--- src/source/soc_pkg.sv ---
/* Address map, bus types and timing constants shared by the harness and its testbench.
   Regions decode on the top address nibble only; every target aliases inside its region. */
package soc_pkg;

  // ------------------------------
  // Widths
  // ------------------------------
  localparam int unsigned ADDR_WIDTH = 32;
  localparam int unsigned DATA_WIDTH = 32;
  localparam int unsigned BE_WIDTH   = DATA_WIDTH / 8;

  // Word index bits inside one region
  localparam int unsigned REGION_WORD_WIDTH = ADDR_WIDTH - 6;

  // ------------------------------
  // Targets
  // ------------------------------
  localparam int unsigned ROM_WORDS      = 16;
  localparam int unsigned ROM_IDX_WIDTH  = $clog2(ROM_WORDS);
  localparam logic [15:0] ROM_TAG        = 16'hB007;
  localparam int unsigned SRAM_WORDS     = 256;
  localparam int unsigned SRAM_IDX_WIDTH = $clog2(SRAM_WORDS);

  localparam int unsigned CLINT_MTIME_OFS    = 0;
  localparam int unsigned CLINT_MTIMECMP_OFS = 1;

  localparam int unsigned DEBUG_DELAY_CYCLES = 20;
  localparam int unsigned DEBUG_CNT_WIDTH    = $clog2(DEBUG_DELAY_CYCLES + 1);

  // One-hot select positions in the decoder
  localparam int unsigned NUM_TGT   = 4;
  localparam int unsigned TGT_ROM   = 0;
  localparam int unsigned TGT_CLINT = 1;
  localparam int unsigned TGT_SRAM  = 2;
  localparam int unsigned TGT_ERR   = 3;

  typedef enum logic [3:0] {
    REGION_ROM   = 4'h0,
    REGION_CLINT = 4'h1,
    REGION_GPIO  = 4'h2,
    REGION_DRAM  = 4'h8
  } region_e;

  typedef struct packed {
    region_e               region;
    logic [ADDR_WIDTH-5:0] offset;
  } soc_addr_map_t;

  typedef struct packed {
    logic [ADDR_WIDTH-3:0] index;
    logic [1:0]            byte_ofs;
  } soc_addr_word_t;

  // Decoder reads the map view, targets the word view
  typedef union packed {
    soc_addr_map_t  map;
    soc_addr_word_t word;
  } soc_addr_u;

  typedef struct packed {
    logic                  we;
    soc_addr_u             addr;
    logic [BE_WIDTH-1:0]   be;
    logic [DATA_WIDTH-1:0] wdata;
  } bus_req_t;

  typedef struct packed {
    logic [DATA_WIDTH-1:0] rdata;
    logic                  err;
  } bus_rsp_t;

endpackage

--- src/source/bus_decoder.sv ---
/* One transaction at a time on a four-phase req/ack bus. GPIO and unmapped regions
   are answered by the built-in error target with err set and rdata zero. */
`timescale 1ns/1ns

module bus_decoder (
  input  logic             clk_i,
  input  logic             rst_ni,
  input  logic             req_i,
  input  soc_pkg::bus_req_t req_data_i,
  output logic             ack_o,
  output soc_pkg::bus_rsp_t rsp_o,
  output logic             rom_req_o,
  output logic             clint_req_o,
  output logic             sram_req_o,
  output soc_pkg::bus_req_t tgt_data_o,
  input  logic             rom_ack_i,
  input  logic             clint_ack_i,
  input  logic             sram_ack_i,
  input  soc_pkg::bus_rsp_t rom_rsp_i,
  input  soc_pkg::bus_rsp_t clint_rsp_i,
  input  soc_pkg::bus_rsp_t sram_rsp_i
);
  import soc_pkg::*;

  logic [NUM_TGT-1:0] sel_q;
  logic [NUM_TGT-1:0] dec_sel;
  logic [NUM_TGT-1:0] tgt_ack;
  logic               tgt_req_q;
  logic               err_ack_q;
  logic               busy;
  logic               done;
  logic               accept;
  bus_req_t           tgt_data_q;

  always_comb begin
    dec_sel = '0;
    case (req_data_i.addr.map.region)
      REGION_ROM:   dec_sel[TGT_ROM] = 1'b1;
      REGION_CLINT: dec_sel[TGT_CLINT] = 1'b1;
      REGION_DRAM:  dec_sel[TGT_SRAM] = 1'b1;
      // GPIO and unmapped
      default:      dec_sel[TGT_ERR] = 1'b1;
    endcase
  end

  assign tgt_ack[TGT_ROM]   = rom_ack_i;
  assign tgt_ack[TGT_CLINT] = clint_ack_i;
  assign tgt_ack[TGT_SRAM]  = sram_ack_i;
  assign tgt_ack[TGT_ERR]   = err_ack_q;

  // Done once the target has seen req low and dropped its ack
  assign busy   = |sel_q;
  assign done   = busy && !tgt_req_q && !(|(sel_q & tgt_ack));
  assign accept = req_i && (!busy || done);

  always_ff @(posedge clk_i or negedge rst_ni) begin
    if (!rst_ni) begin
      sel_q     <= '0;
      tgt_req_q <= 1'b0;
      err_ack_q <= 1'b0;
    end else begin
      err_ack_q <= tgt_req_q && sel_q[TGT_ERR];
      if (accept) begin
        sel_q     <= dec_sel;
        tgt_req_q <= 1'b1;
      end else if (done) begin
        sel_q     <= '0;
        tgt_req_q <= 1'b0;
      end else if (busy) begin
        tgt_req_q <= req_i;
      end
    end
  end

  always_ff @(posedge clk_i) begin
    if (accept) begin
      tgt_data_q <= req_data_i;
    end
  end

  assign tgt_data_o  = tgt_data_q;
  assign rom_req_o   = tgt_req_q && sel_q[TGT_ROM];
  assign clint_req_o = tgt_req_q && sel_q[TGT_CLINT];
  assign sram_req_o  = tgt_req_q && sel_q[TGT_SRAM];

  assign ack_o = |(sel_q & tgt_ack);

  always_comb begin
    rsp_o = '0;
    if (sel_q[TGT_ROM]) begin
      rsp_o = rom_rsp_i;
    end else if (sel_q[TGT_CLINT]) begin
      rsp_o = clint_rsp_i;
    end else if (sel_q[TGT_SRAM]) begin
      rsp_o = sram_rsp_i;
    end else if (sel_q[TGT_ERR]) begin
      rsp_o.err = 1'b1;
    end
  end

  a_sel_onehot: assert property (@(posedge clk_i) disable iff (!rst_ni) $onehot0(sel_q));

  a_rsp_stable: assert property (@(posedge clk_i) disable iff (!rst_ni)
    (ack_o && $past(ack_o)) |-> $stable(rsp_o));

endmodule

--- config.mk ---
export PLATFORM = sky130hd
export DESIGN_NAME = bus_decoder
export DESIGN_NICKNAME = d
export VERILOG_FILES = /design/src/source/soc_pkg.sv /design/src/source/bus_decoder.sv
export SDC_FILE = /design/constraint.sdc
export NUM_CORES = 1
export LEC_CHECK = 0
export ABC_AREA = 1
export BUFFER_PORTS_ARGS = -buffer_cell sky130_fd_sc_hd__buf_2
export CORE_AREA = 2 2 108 110
export CTS_BUF_LIST = sky130_fd_sc_hd__clkbuf_16
export DETAILED_ROUTE_END_ITERATION = 10
export DIE_AREA = 0 0 110 112
export GPL_ROUTABILITY_DRIVEN = 0
export HOLD_SLACK_MARGIN = 0.03
export PLACE_DENSITY = 0.65
export SYNTH_ARGS = -nofsm -noshare
export SYNTH_HDL_FRONTEND = slang
export SYNTH_SLANG_ARGS = --single-unit
--- constraint.sdc ---
create_clock -name clk_i -period 5.2 [get_ports clk_i]
set_clock_uncertainty 0.15 [all_clocks]
set_input_delay 0.26 -clock clk_i [delete_from_list [all_inputs] [get_ports clk_i]]
set_output_delay 0.26 -clock clk_i [all_outputs]
set_load 0.03 [all_outputs]
### After elaboration in Yosys (flattened, before gate mapping)

Cells that the tools add are included.

| operators by class | value |
|---|---|
| $add $sub $neg | 0 |
| $mul | 0 |
| div/mod/pow operators | 0 |
| order comparisons | 0 |
| eq/ne operators | 2 |
| shifts and indexed selects | 0 |
| muxes and demuxes | 14 |
| bitwise operators | 1 |
| reductions and logical operators | 17 |

Operator list:

| cell | number |
|---|---|
| 33-bit 2-to-1 mux | 2 |
| 32-bit 2-to-1 mux | 1 |
| 1-bit 2-to-1 mux | 9 |
| 4-bit 2-to-1 mux | 2 |
| 4-bit OR reduction | 2 |
| 1-bit logical AND | 7 |
| 4-bit AND | 1 |
| 4-bit by 1-bit equality test with 1-bit output, second input constant | 1 |
| 4-bit equality test, second input constant | 1 |
| 4-bit logical NOT | 1 |
| 1-bit logical NOT | 3 |
| 3-bit nonzero test | 1 |
| 3-bit OR reduction | 1 |
| 2-bit nonzero test | 1 |
| 1-bit logical OR | 1 |

| word-level totals | value |
|---|---|
| flip-flop bits (word level) | 75 |
| bits in latches | 0 |
| RAM bits | 0 |
| bits in read-only memories | 0 |
| input bits | 174 |
| output and inout port bits | 106 |
| logic and storage cells | 41 |
| memories kept | 0 |

### Depth between registers and ports, before layout

Gate-level depths: netlist (run 1).

| depth | value |
|---|---|
| depth in word-level cells | 7 |
| mapped depth | 8 |
| gate-level depth less buffers | 7 |

### Worst setup path after synthesis (run 1)

OpenSTA, ideal clock, no wires.

| timing | value |
|---|---|
| path type | flip-flop to flip-flop |
| from | register sel_q[1] |
| to | register tgt_data_q (netlist bit tgt_data_o[0]), enable pin |
| setup time | 0.519 ns |
| arrival | 4.241 ns |
| required time | 4.531 ns |
| slack | 0.289 ns |
| stages on the path, launching flop included | 7 |
| buffers on the path | 1 |
| period minus slack after synthesis | 4.911 ns |
| path through | dfrtp_1 -> buf_6 -> nand2_1 -> nand2_1 -> nor2_2 -> nand2_4 -> a21oi_1 |

| between the ends | value |
|---|---|
| word-level cells in the longest chain between the ends | 6 |
| elaborated cells on any way between the ends | 9 |
| those cells by class | 1 x bitwise; 8 x reduce/logical |

RTL lines:

| item | RTL line | source |
|---|---|---|
| start, declared | bus_decoder.sv:25 | `logic [NUM_TGT-1:0] sel_q;` |
| start signal, assigned | bus_decoder.sv:64 | `sel_q <= dec_sel;` |
| 4-bit AND | bus_decoder.sv:53 | `assign done = busy && !tgt_req_q && !(\|(sel_q & tgt_ack));` |
| 4-bit OR reduction | bus_decoder.sv:53 |  |
| 1-bit logical NOT | bus_decoder.sv:53 |  |
| 1-bit logical AND | bus_decoder.sv:53 |  |
| 1-bit logical OR (*) | bus_decoder.sv:54 | `assign accept = req_i && (!busy \|\| done);` |
| 1-bit logical AND (*) | bus_decoder.sv:54 |  |
| via accept | bus_decoder.sv:32 | `logic accept;` |
| end signal, assigned | bus_decoder.sv:77 | `tgt_data_q <= req_data_i;` |
| end, declared | bus_decoder.sv:33 | `bus_req_t tgt_data_q;` |

The timed path passes the listed nets; every way through them passes the cells marked *.
A chain may end at the register's enable or synchronous reset.

### Worst setup path in the final report (run 1)

| timing | value |
|---|---|
| from | register sel_q[0] |
| to | register tgt_data_q (netlist bit tgt_data_o[67]), enable pin |

Same word-level chain as after synthesis.

==> impl_metrics.env, run 1 <==
export IMPL_end_kind="register"
export IMPL_status="complete, no violations"
export IMPL_die_width_um=110
export IMPL_initial_utilization_pct=27.8
export IMPL_min_period_ns=2.87
export IMPL_hold_violations=0
export IMPL_r2r_start="sel_q[0]$_DFFE_PN0P_"
export IMPL_final_core_util_pct=50.2
export IMPL_combPwrFrac_pct=46.8
export IMPL_p_clk_share_pct=19.8
export IMPL_wl_per_cell_um=14.6
export IMPL_ios=280
export IMPL_start_kind="register"
export IMPL_crit_type="register to register"
export IMPL_avgSynthCellArea_um2=13.0
export IMPL_met1_usage_pct=14.7
export IMPL_die_area_um2=12300
export IMPL_ys_seq_area_share_pct=71.4
export IMPL_nFillCells=993
export IMPL_cts_tree="yes"
export IMPL_grt_usage_pct=16.4
export IMPL_portBuffers=279
export IMPL_swShare_pct=45.7
export IMPL_cts_clk_slew_worst_paths_ns=0.06
export IMPL_clockBufferDepth=2
export IMPL_antenna_found_initial=1
export IMPL_worst_pin_slew_ns=1.05
export IMPL_startpoint="sel_q[0]$_DFFE_PN0P_"
export IMPL_syn_num_nets=413
export IMPL_use_met2_pct=31.8
export IMPL_drt_pass1_iterations=4
export IMPL_drc_errors=0
export IMPL_syn_to_final_growth_pct=80.5
export IMPL_drive_gt1_share_pct=51.9
export IMPL_required_ns=5.01
export IMPL_grt_pass1_vias=3251
export IMPL_avgViaCountPerCell=4.40
export IMPL_tns_ns=0
export IMPL_reg2reg_slack_ns=2.33
export IMPL_holdWs_ns=0.0819
export IMPL_wl_um=10700
export IMPL_num_vias=3237
export IMPL_switchingPower_w=0.00137
export IMPL_final_nets=760
export IMPL_clock_sink_count=75
export IMPL_powerDensity_nw_per_um2=534
export IMPL_cts_made_buffers=9
export IMPL_place_hpwl_um=7420
export IMPL_p_leak_nw=2.59
export IMPL_htreeDepth=3
export IMPL_totalPowerFinal_w=0.00300
export IMPL_rsz0062_at_grt="false"
export IMPL_min_path_type="input port to register"
export IMPL_slew_headroom_pct=29.7
export IMPL_grt_most_used_layer="met2"
export IMPL_core_um2=11200
export IMPL_drv_slew=0
export IMPL_postCtsSetupBuffers=0
export IMPL_netlist_area_um2=3110
export IMPL_grt_max_degree=71
export IMPL_ys_ff_latch=75
export IMPL_pre_cts_slack_ns=2.36
export IMPL_p_int_w=0.00163
export IMPL_maxCapViolations=0
export IMPL_root_buffer="clkbuf_16"
export IMPL_setup_ws_ns=2.33
export IMPL_grt_pass1_wl_um=15200
export IMPL_drtIter0Drc=131
export IMPL_ant_nets=0
export IMPL_synth_cell_types=24
export IMPL_fin_crit_sh_pct=55.2
export IMPL_clock_latency_ns=0.33
export IMPL_grt_overflow_total=0
export IMPL_rows=39
export IMPL_ys_warn_count=0
export IMPL_syn_inst=239
export IMPL_worstHoldStart="req_i"
export IMPL_crit_fanout=70
export IMPL_critPathArrivalTime_ns=2.68
export IMPL_post_cts_resized=0
export IMPL_power_frac_seq_pct=33.4
export IMPL_max_clock_freq_ghz=0.349
export IMPL_grtUsageMet3_pct=6.03
export IMPL_ir_drop_mv=0.302
export IMPL_setup_viol=0
export IMPL_die_h_um=112
==> layout by cell type, fill, tap and decap left out, drive strengths merged <==
cell type / synthesis / routed
buf: 10 / 281
dlygate4sd3: 0 / 70
edfxtp: 69 / 69
nand2: 53 / 53
o21ai: 34 / 34
a22oi: 32 / 32
inv: 9 / 12
clkbuf: 5 / 9
dfrtp: 6 / 6
nor2: 6 / 6
nand3: 5 / 5
o211ai: 3 / 3
clkinv: 0 / 3
a21oi: 2 / 2
nor3: 2 / 2
diode: 0 / 1
o221ai: 1 / 1
or2: 1 / 1
nor4: 1 / 1
clkinvlp: 0 / 1
==> flip-flops by register name, indices dropped and copies added, names as in the netlist <==
register	count
tgt_req_q	1
sel_q	4
err_ack_q	1
tgt_data_o	69
==> per-layer routing <==
| layer | share of wire [%] | vias up | wire, um |
|---|---|---|---|
| met4 | 2.5 | 0 | 273 |
| met1 | 35 | 1466 | 3710 |
| met2 | 53 | 165 | 5730 |
| met5 | 0 | - | 0 |
| li1 | - | 1589 | - |
| met3 | 9.3 | 17 | 999 |
==> cell usage after synthesis <==
master    instances  area share, %
nor4_1            1           0.20
clkbuf_1          5           0.60
o211ai_1          3           0.72
or2_2             1           0.20
buf_4             5            1.2
nor2_1            2           0.24
nand2_4           2           0.72
buf_6             1           0.36
o21ai_1          30            4.8
a22oi_1          32            7.7
nand2_1          51            6.2
nor2_4            2           0.72
dfrtp_1           6            4.8
buf_2             4           0.64
o21ai_0           4           0.64
nor2_2            2           0.40
edfxtp_1         69             67
inv_1             8           0.97
nand3_1           5           0.80
o221ai_1          1           0.28
nor3_1            2           0.32
inv_2             1           0.12
a21oi_4           1           0.52
a21oi_1           1           0.16
==> power by group through the flow <==
stage                     Clock (W)  Combinational (W)  Sequential, W
after floorplan                   0           0.000654        0.00133
after global placement            0            0.00136        0.00100
after detailed placement          0            0.00137        0.00101
after CTS                  0.000598            0.00141       0.000997
after global routing       0.000627            0.00149        0.00102
final                      0.000593            0.00140        0.00100
==> area by class of cell <==
cell class	count	area, um2	share of cell area [%]
Antenna cell	1	2.50	0.0446
Clock buffer	9	225	4.01
Clock inverter	7	60.1	1.07
Inverter	9	33.8	0.602
Multi-Input combinational cell	140	778	13.9
Sequential cell	75	2220	39.6
Tap cell	143	179	3.19
Timing Repair Buffer	351	2110	37.6
==> cell families (layout without fill, tap and decap cells) <==
group                  Yosys count  in the layout  share of synthesized area (%)
buffers and inverters           24            376                           3.90
AND/OR/NAND/NOR                 68             68                           9.77
flip-flops                      75             75                           71.4
other                            0              1                              0
AO/OA/AOI/OAI                   72             72                           14.9
==> stage by stage <==
stage,cells,area [um2]
final,735,5610
after global routing,735,5610
after CTS,734,5610
after detailed placement,648,4630
after global placement,648,4630
after floorplan,239,3110
==> critical path: stages, from the launching register on <==
cell,delay [ns]
dfrtp_2,1.06
nor2_4,0.11
a21oi_4,0.20
nand2_4,0.10
a21oi_4,0.12
buf_4,0.66
==> worst paths after layout <==
path | end | depth (start not counted)
setup / recovery | tgt_data_o[67]$_DFFE_PP_ | 5
hold / removal | sel_q[1]$_DFFE_PN0P_ | 3
setup reg to reg | tgt_data_o[67]$_DFFE_PP_ | 5
hold reg to reg | err_ack_q$_DFF_PN0_ | 2
max in group asynchronous | sel_q[0]$_DFFE_PN0P_ | 2
min in group asynchronous | err_ack_q$_DFF_PN0_ | 2
==> repair_timing <==
item	CTS	global route
hold buffers	70	0
endpoints found under the hold margin	75	0
setup endpoints to repair	0	0
Power figures use the tool's default switching activity.
==> run 2, diff against run 1 <==
Settings changed: ABC_AREA 1 to 0, CORE_AREA 2 2 108 110 to 2 2 110 112, DIE_AREA 0 0 110 112 to 0 0 112 114, PLACE_DENSITY 0.65 to 0.64.
Clock period 5.2 ns to 2.6 ns, I/O delays scaled along.
==> run 2 against run 1 <==
Via count is 1.7% lower. Global-route usage hardly changed. Sequential share of layout area is 0.55 points lower. Combinational power is 76% higher. Flip-flop and latch count stayed put. Hold slack worse by 0.0083 ns. Largest cell class unchanged. Synthesized cell count is 10% lower. Clock-buffer cell count stayed put.
==> impl_metrics.env, run 2 <==
export IMPL_status="complete, no violations"
export IMPL_place_hpwl_um=8100
export IMPL_synth_largest_area_cell="edfxtp_1"
export IMPL_synth_top_family_by_area="compound AO/OA/AOI/OAI gates"
export IMPL_setup_viol=0
export IMPL_syn_inst=214
export IMPL_synth_compound_area_share_pct=18.9
export IMPL_max_clock_freq_ghz=0.459
export IMPL_ir_drop_mv=0.745
export IMPL_startpoint="req_i"
export IMPL_fin_crit_sh_pct=83.9
export IMPL_slew_headroom_pct=61.4
export IMPL_synthMuxAreaShare_pct=0.663
export IMPL_syn_to_final_growth_pct=77.5
export IMPL_cts_made_buffers=9
export IMPL_ant_nets=0
export IMPL_core_um2=11700
export IMPL_min_period_ns=2.18
export IMPL_postLayoutCellArea_um2=5700
export IMPL_synth_flop_cell="edfxtp_1"
export IMPL_synth_edff_count=69
export IMPL_syn_num_nets=388
export IMPL_wl_per_cell_um=15.3
export IMPL_layout_commonest_cell="buf_2"
export IMPL_drtIter0Drc=141
export IMPL_num_vias=3182
export IMPL_portBuffers=279
export IMPL_grt_overflow_total=0
export IMPL_post_cts_resized=0
export IMPL_initial_utilization_pct=27.4
export IMPL_root_buffer="clkbuf_16"
export IMPL_drc_errors=0
export IMPL_tns_ns=0
export IMPL_r2r_start="sel_q[2]$_DFFE_PN0P_"
export IMPL_synthTopCellsByCount="edfxtp_1 (69), nand2_1 (35), o21ai_1 (29)"
export IMPL_synth_cell_types=26
export IMPL_avgViaCountPerCell=4.44
export IMPL_post_synth_top_count_cell="edfxtp_1"
export IMPL_crit_fanout=29
export IMPL_crit_type="input port to register"
export IMPL_htreeDepth=3
export IMPL_grt_pass1_vias=3139
export IMPL_start_kind="input port"
export IMPL_ys_top_cells_by_area="edfxtp_1 (65%), a22oi_2 (9.0%), dfrtp_1 (4.7%)"
export IMPL_antenna_found_initial=0
export IMPL_cts_clk_slew_worst_paths_ns=0.06
export IMPL_totalPowerFinal_w=0.00544
export IMPL_antenna_cells=0
export IMPL_ys_ff_latch=75
export IMPL_drv_slew=0
export IMPL_critPathArrivalTime_ns=2.10
export IMPL_required_ns=2.52
export IMPL_worst_pin_slew_ns=0.579
export IMPL_setup_ws_ns=0.419
export IMPL_cts_tree="yes"
export IMPL_min_path_type="input port to asynchronous set/reset pin"
export IMPL_final_cell_mix="buf_2 (279), dlygate4sd3_1 (71), edfxtp_1 (69)"
export IMPL_grt_usage_pct=16.4
export IMPL_ys_warn_count=0
export IMPL_ios=280
export IMPL_clock_sink_count=75
export IMPL_die_width_um=112
export IMPL_powerDensity_nw_per_um2=954
export IMPL_rsz0062_at_grt="false"
export IMPL_place_area_um2=4720
export IMPL_grt_max_degree=66
export IMPL_synthAdderAreaFrac_pct=0
export IMPL_grt_pass1_wl_um=16300
export IMPL_largest_register_ffs=69
export IMPL_rows=40
export IMPL_pre_cts_slack_ns=0.426
export IMPL_clockBufferDepth=2
export IMPL_synth_simple_area_share_pct=6.90
export IMPL_maxCapViolations=0
export IMPL_p_leak_nw=2.53
export IMPL_hold_violations=0
export IMPL_netlist_area_um2=3210
export IMPL_final_nets=739
export IMPL_wl_um=11000
export IMPL_die_h_um=114
export IMPL_avgSynthCellArea_um2=15.0
export IMPL_end_kind="register"
export IMPL_r2r_cells=4
export IMPL_drt_pass1_iterations=6
export IMPL_clock_latency_ns=0.32
export IMPL_synth_xor_area_share_pct=0
export IMPL_ys_seq_area_share_pct=69.2
export IMPL_die_area_um2=12800
export IMPL_drive_gt1_share_pct=57.4
export IMPL_async_flop_share_pct=8.00
export IMPL_synth_top_area_share_pct=64.6
run 2: layer usage:
metal | up-vias | track usage [%] | wire length (um) | share of wire (%)
li1 | 1524 | - | - | -
met1 | 1456 | 19.6 | 4450 | 40
met2 | 186 | 29.4 | 5500 | 50
met3 | 16 | 3.72 | 856 | 7.8
met4 | 0 | 5.37 | 181 | 1.6
met5 | - | 0 | 0 | 0
run 2: per-stage QoR:
stage          std cells  utilization [%]  hold WS, ns
2_1_floorplan        214                -       -0.316
3_3_place_gp         630             40.3       -0.194
3_5_place_dp         630             40.3       -0.188
4_1_cts              717             48.6       0.0490
5_1_grt              717             48.6       0.0694
6_report             717             48.6       0.0735
run 2: worst max-delay path, stage by stage:
cell           delay [ns]
dlygate4sd3_1        0.55
buf_2                0.15
nor2b_1              0.15
a32oi_2              0.38
clkinvlp_4           0.43
buf_12               0.30
run 2: cells by family (layout without fill, tap and decap cells):
family,after synthesis,after routing
simple gates,47,47
flops,75,75
mux,2,2
buf+inv,16,372
compound gates,74,74
run 2: path summary, 6_finish.rpt:
check,to,slack (ns)
setup / recovery,tgt_data_o[54]$_DFFE_PP_,0.42
hold / removal,tgt_req_q$_DFFE_PN0P_,0.07
setup reg to reg,tgt_data_o[54]$_DFFE_PP_,0.43
hold reg to reg,sel_q[1]$_DFFE_PN0P_,0.43
max in group asynchronous,sel_q[1]$_DFFE_PN0P_,2.07
min in group clk_i,sel_q[1]$_DFFE_PN0P_,0.19
run 2: power by group:
group	switching (W)	internal (W)	total (W)	leakage, nW
logic	0.00172	0.000736	0.00246	1.67
clock network	0.000442	0.000632	0.00107	0.135
registers	0.000127	0.00178	0.00190	0.727
run 2: cell type report:
type	instances	area (um2)
clock inverter	7	37.5
tap	147	184
inverter	1	7.51
sequential	75	2220
clock buffer	9	225
multi-input combinational	123	848
timing repair buffer	355	2170
fill	1001	6010
run 2: what timing repair did:
item,CTS,global route
endpoints found under the hold margin,80,0
hold buffers,71,0
buffers inserted,0,0
==> run 3, diff against run 2 <==
Clock period 2.6 ns to 1.8 ns, I/O delays scaled along.
==> run 3 against run 2 <==
The flow now finishes with violations (negative setup slack). Flip-flop and latch count stayed put. Register-to-register slack worse by 0.46 ns. Global-route usage is 1.3 points higher. Via count is 6.2% higher. Total power is 60% higher. Die area stayed put. Critical path depth stayed put. Cell area is 8.0% higher. Sequential share of layout area is 2.9 points lower. Hold slack better by 0.16 ns. First-iteration DRC count is 15% higher. Largest power group unchanged.
==> impl_metrics.env, run 3 (synthesis results as in run 2) <==
export IMPL_avgViaCountPerCell=4.56
export IMPL_place_hpwl_um=8660
export IMPL_critPathArrivalTime_ns=1.69
export IMPL_num_vias=3378
export IMPL_root_buffer="clkbuf_16"
export IMPL_max_clock_freq_ghz=0.519
export IMPL_grt_pass1_wl_um=17200
export IMPL_drv_slew=0
export IMPL_r2r_cells=6
export IMPL_portBuffers=279
export IMPL_grt_usage_pct=17.7
export IMPL_violations="negative setup slack"
export IMPL_rsz0062_at_grt="true"
export IMPL_ir_drop_mv=1.14
export IMPL_status="finished, violations left"
export IMPL_placed_cells=639
export IMPL_wl_per_cell_um=16.6
export IMPL_p_leak_nw=2.69
export IMPL_layout_commonest_cell="buf_2"
export IMPL_worstHoldStart="clint_ack_i"
export IMPL_maxCapViolations=0
export IMPL_htreeDepth=3
export IMPL_clock_sink_count=75
export IMPL_final_nets=763
export IMPL_drc_errors=0
export IMPL_tns_ns=-3.08
export IMPL_min_path_type="input port to register"
export IMPL_r2r_start="sel_q[2]$_DFFE_PN0P_"
export IMPL_place_area_um2=4810
export IMPL_cts_tree="yes"
export IMPL_ios=280
export IMPL_end_kind="primary output"
export IMPL_instances_no_fill=741
export IMPL_drtIter0Drc=162
export IMPL_initial_utilization_pct=27.4
export IMPL_syn_to_final_growth_pct=91.8
export IMPL_crit_type="register to primary output"
export IMPL_grt_max_degree=56
export IMPL_clockBufferDepth=2
export IMPL_core_um2=11700
export IMPL_start_kind="register"
export IMPL_required_ns=1.56
export IMPL_r2r_end="tgt_data_o[32]$_DFFE_PP_"
export IMPL_totalPowerFinal_w=0.00872
export IMPL_hold_path_end="sel_q[3]$_DFFE_PN0P_"
export IMPL_final_cell_mix="buf_2 (246), dlygate4sd3_1 (72), edfxtp_1 (69)"
export IMPL_powerDensity_nw_per_um2=1420
export IMPL_wl_um=12300
export IMPL_crit_fanout=6
export IMPL_setup_viol=70
export IMPL_clock_latency_ns=0.33
export IMPL_setup_ws_ns=-0.128
export IMPL_rows=40
export IMPL_ant_nets=0
export IMPL_whs_path_depth=5
export IMPL_die_h_um=114
export IMPL_grt_overflow_total=0
export IMPL_largest_register_ffs=69
export IMPL_cts_clk_slew_worst_paths_ns=0.06
export IMPL_drt_pass1_iterations=4
export IMPL_cts_made_buffers=9
export IMPL_antenna_found_initial=0
export IMPL_hold_violations=0
export IMPL_worst_pin_slew_ns=0.240
export IMPL_die_area_um2=12800
export IMPL_multiInputGateArea_um2=901
export IMPL_grt_pass1_vias=3301
export IMPL_min_period_ns=1.93
export IMPL_postLayoutCellArea_um2=6150
export IMPL_antenna_cells=0
export IMPL_final_core_util_pct=52.6
export IMPL_drive_gt1_share_pct=61.4
export IMPL_die_width_um=112
export IMPL_reg2reg_slack_ns=-0.03
export IMPL_nFillCells=988
export IMPL_seq_area_um2=2230
export IMPL_slew_headroom_pct=83.5
export IMPL_fin_crit_sh_pct=107
==> run 3: timing repair <==
action / 4_1_cts / 5_1_grt
buffers inserted: 3 / 7
endpoints found under the hold margin: 80 / 0
pin swaps: 1 / 9
endpoints found under the setup margin: 33 / 103
resized for setup: 42 / 20
hold buffers: 72 / 0
cloned: 1 / 4
==> run 3: worst max path at each step <==
stage                               startpoint                      end  slack [ns]  depth (start not counted)
after detailed placement  sel_q[0]$_DFFE_PN0P_  tgt_data_o[6]$_DFFE_PP_        0.07                          4
after floorplan           sel_q[3]$_DFFE_PN0P_  tgt_data_o[0]$_DFFE_PP_       -0.68                          3
after global placement    sel_q[0]$_DFFE_PN0P_  tgt_data_o[6]$_DFFE_PP_         0.1                          4
after global routing      sel_q[2]$_DFFE_PN0P_                 rsp_o[2]       -0.18                          6
after CTS                 sel_q[1]$_DFFE_PN0P_                 rsp_o[8]       -0.12                          6
final                     sel_q[2]$_DFFE_PN0P_                 rsp_o[2]       -0.13                          6
==> run 3: area by class of cell <==
cell class,instances,share of cell area [%]
Multi-Input combinational cell,123,14.6
Sequential cell,75,36.2
Clock inverter,7,1.12
Tap cell,147,2.99
Inverter,1,0.122
Clock buffer,9,3.66
Timing Repair Buffer,379,41.3
==> run 3: worst max-delay path, cell delays in order, from the launching register on <==
cell and delay [ns]:
dfrtp_2 0.43, and2b_2 0.23, buf_12 0.14, buf_8 0.13, a22oi_2 0.16, o21ai_1 0.08, buf_4 0.17
==> run 3: per-stage QoR <==
| stage | setup slack, ns | hold WS (ns) |
|---|---|---|
| floorplan | -0.681 | -0.356 |
| global placement | 0.0970 | -0.229 |
| detailed placement | 0.0657 | -0.230 |
| CTS | -0.119 | 0.150 |
| global route | -0.181 | 0.285 |
| finish | -0.128 | 0.235 |
==> run 3: power by group <==
part	leakage [nW]	switching, W	internal, W
combinational	1.83	0.00265	0.00158
clock	0.131	0.000676	0.00106
sequential	0.725	0.000185	0.00257
==> run 3: per-layer routing <==
metal	up-vias	track usage, %	routed length (um)
met5	-	0	0
met4	0	6.83	279
met3	18	4.99	1020
met2	194	32.2	6420
li1	1575	-	-
met1	1591	19.7	4590
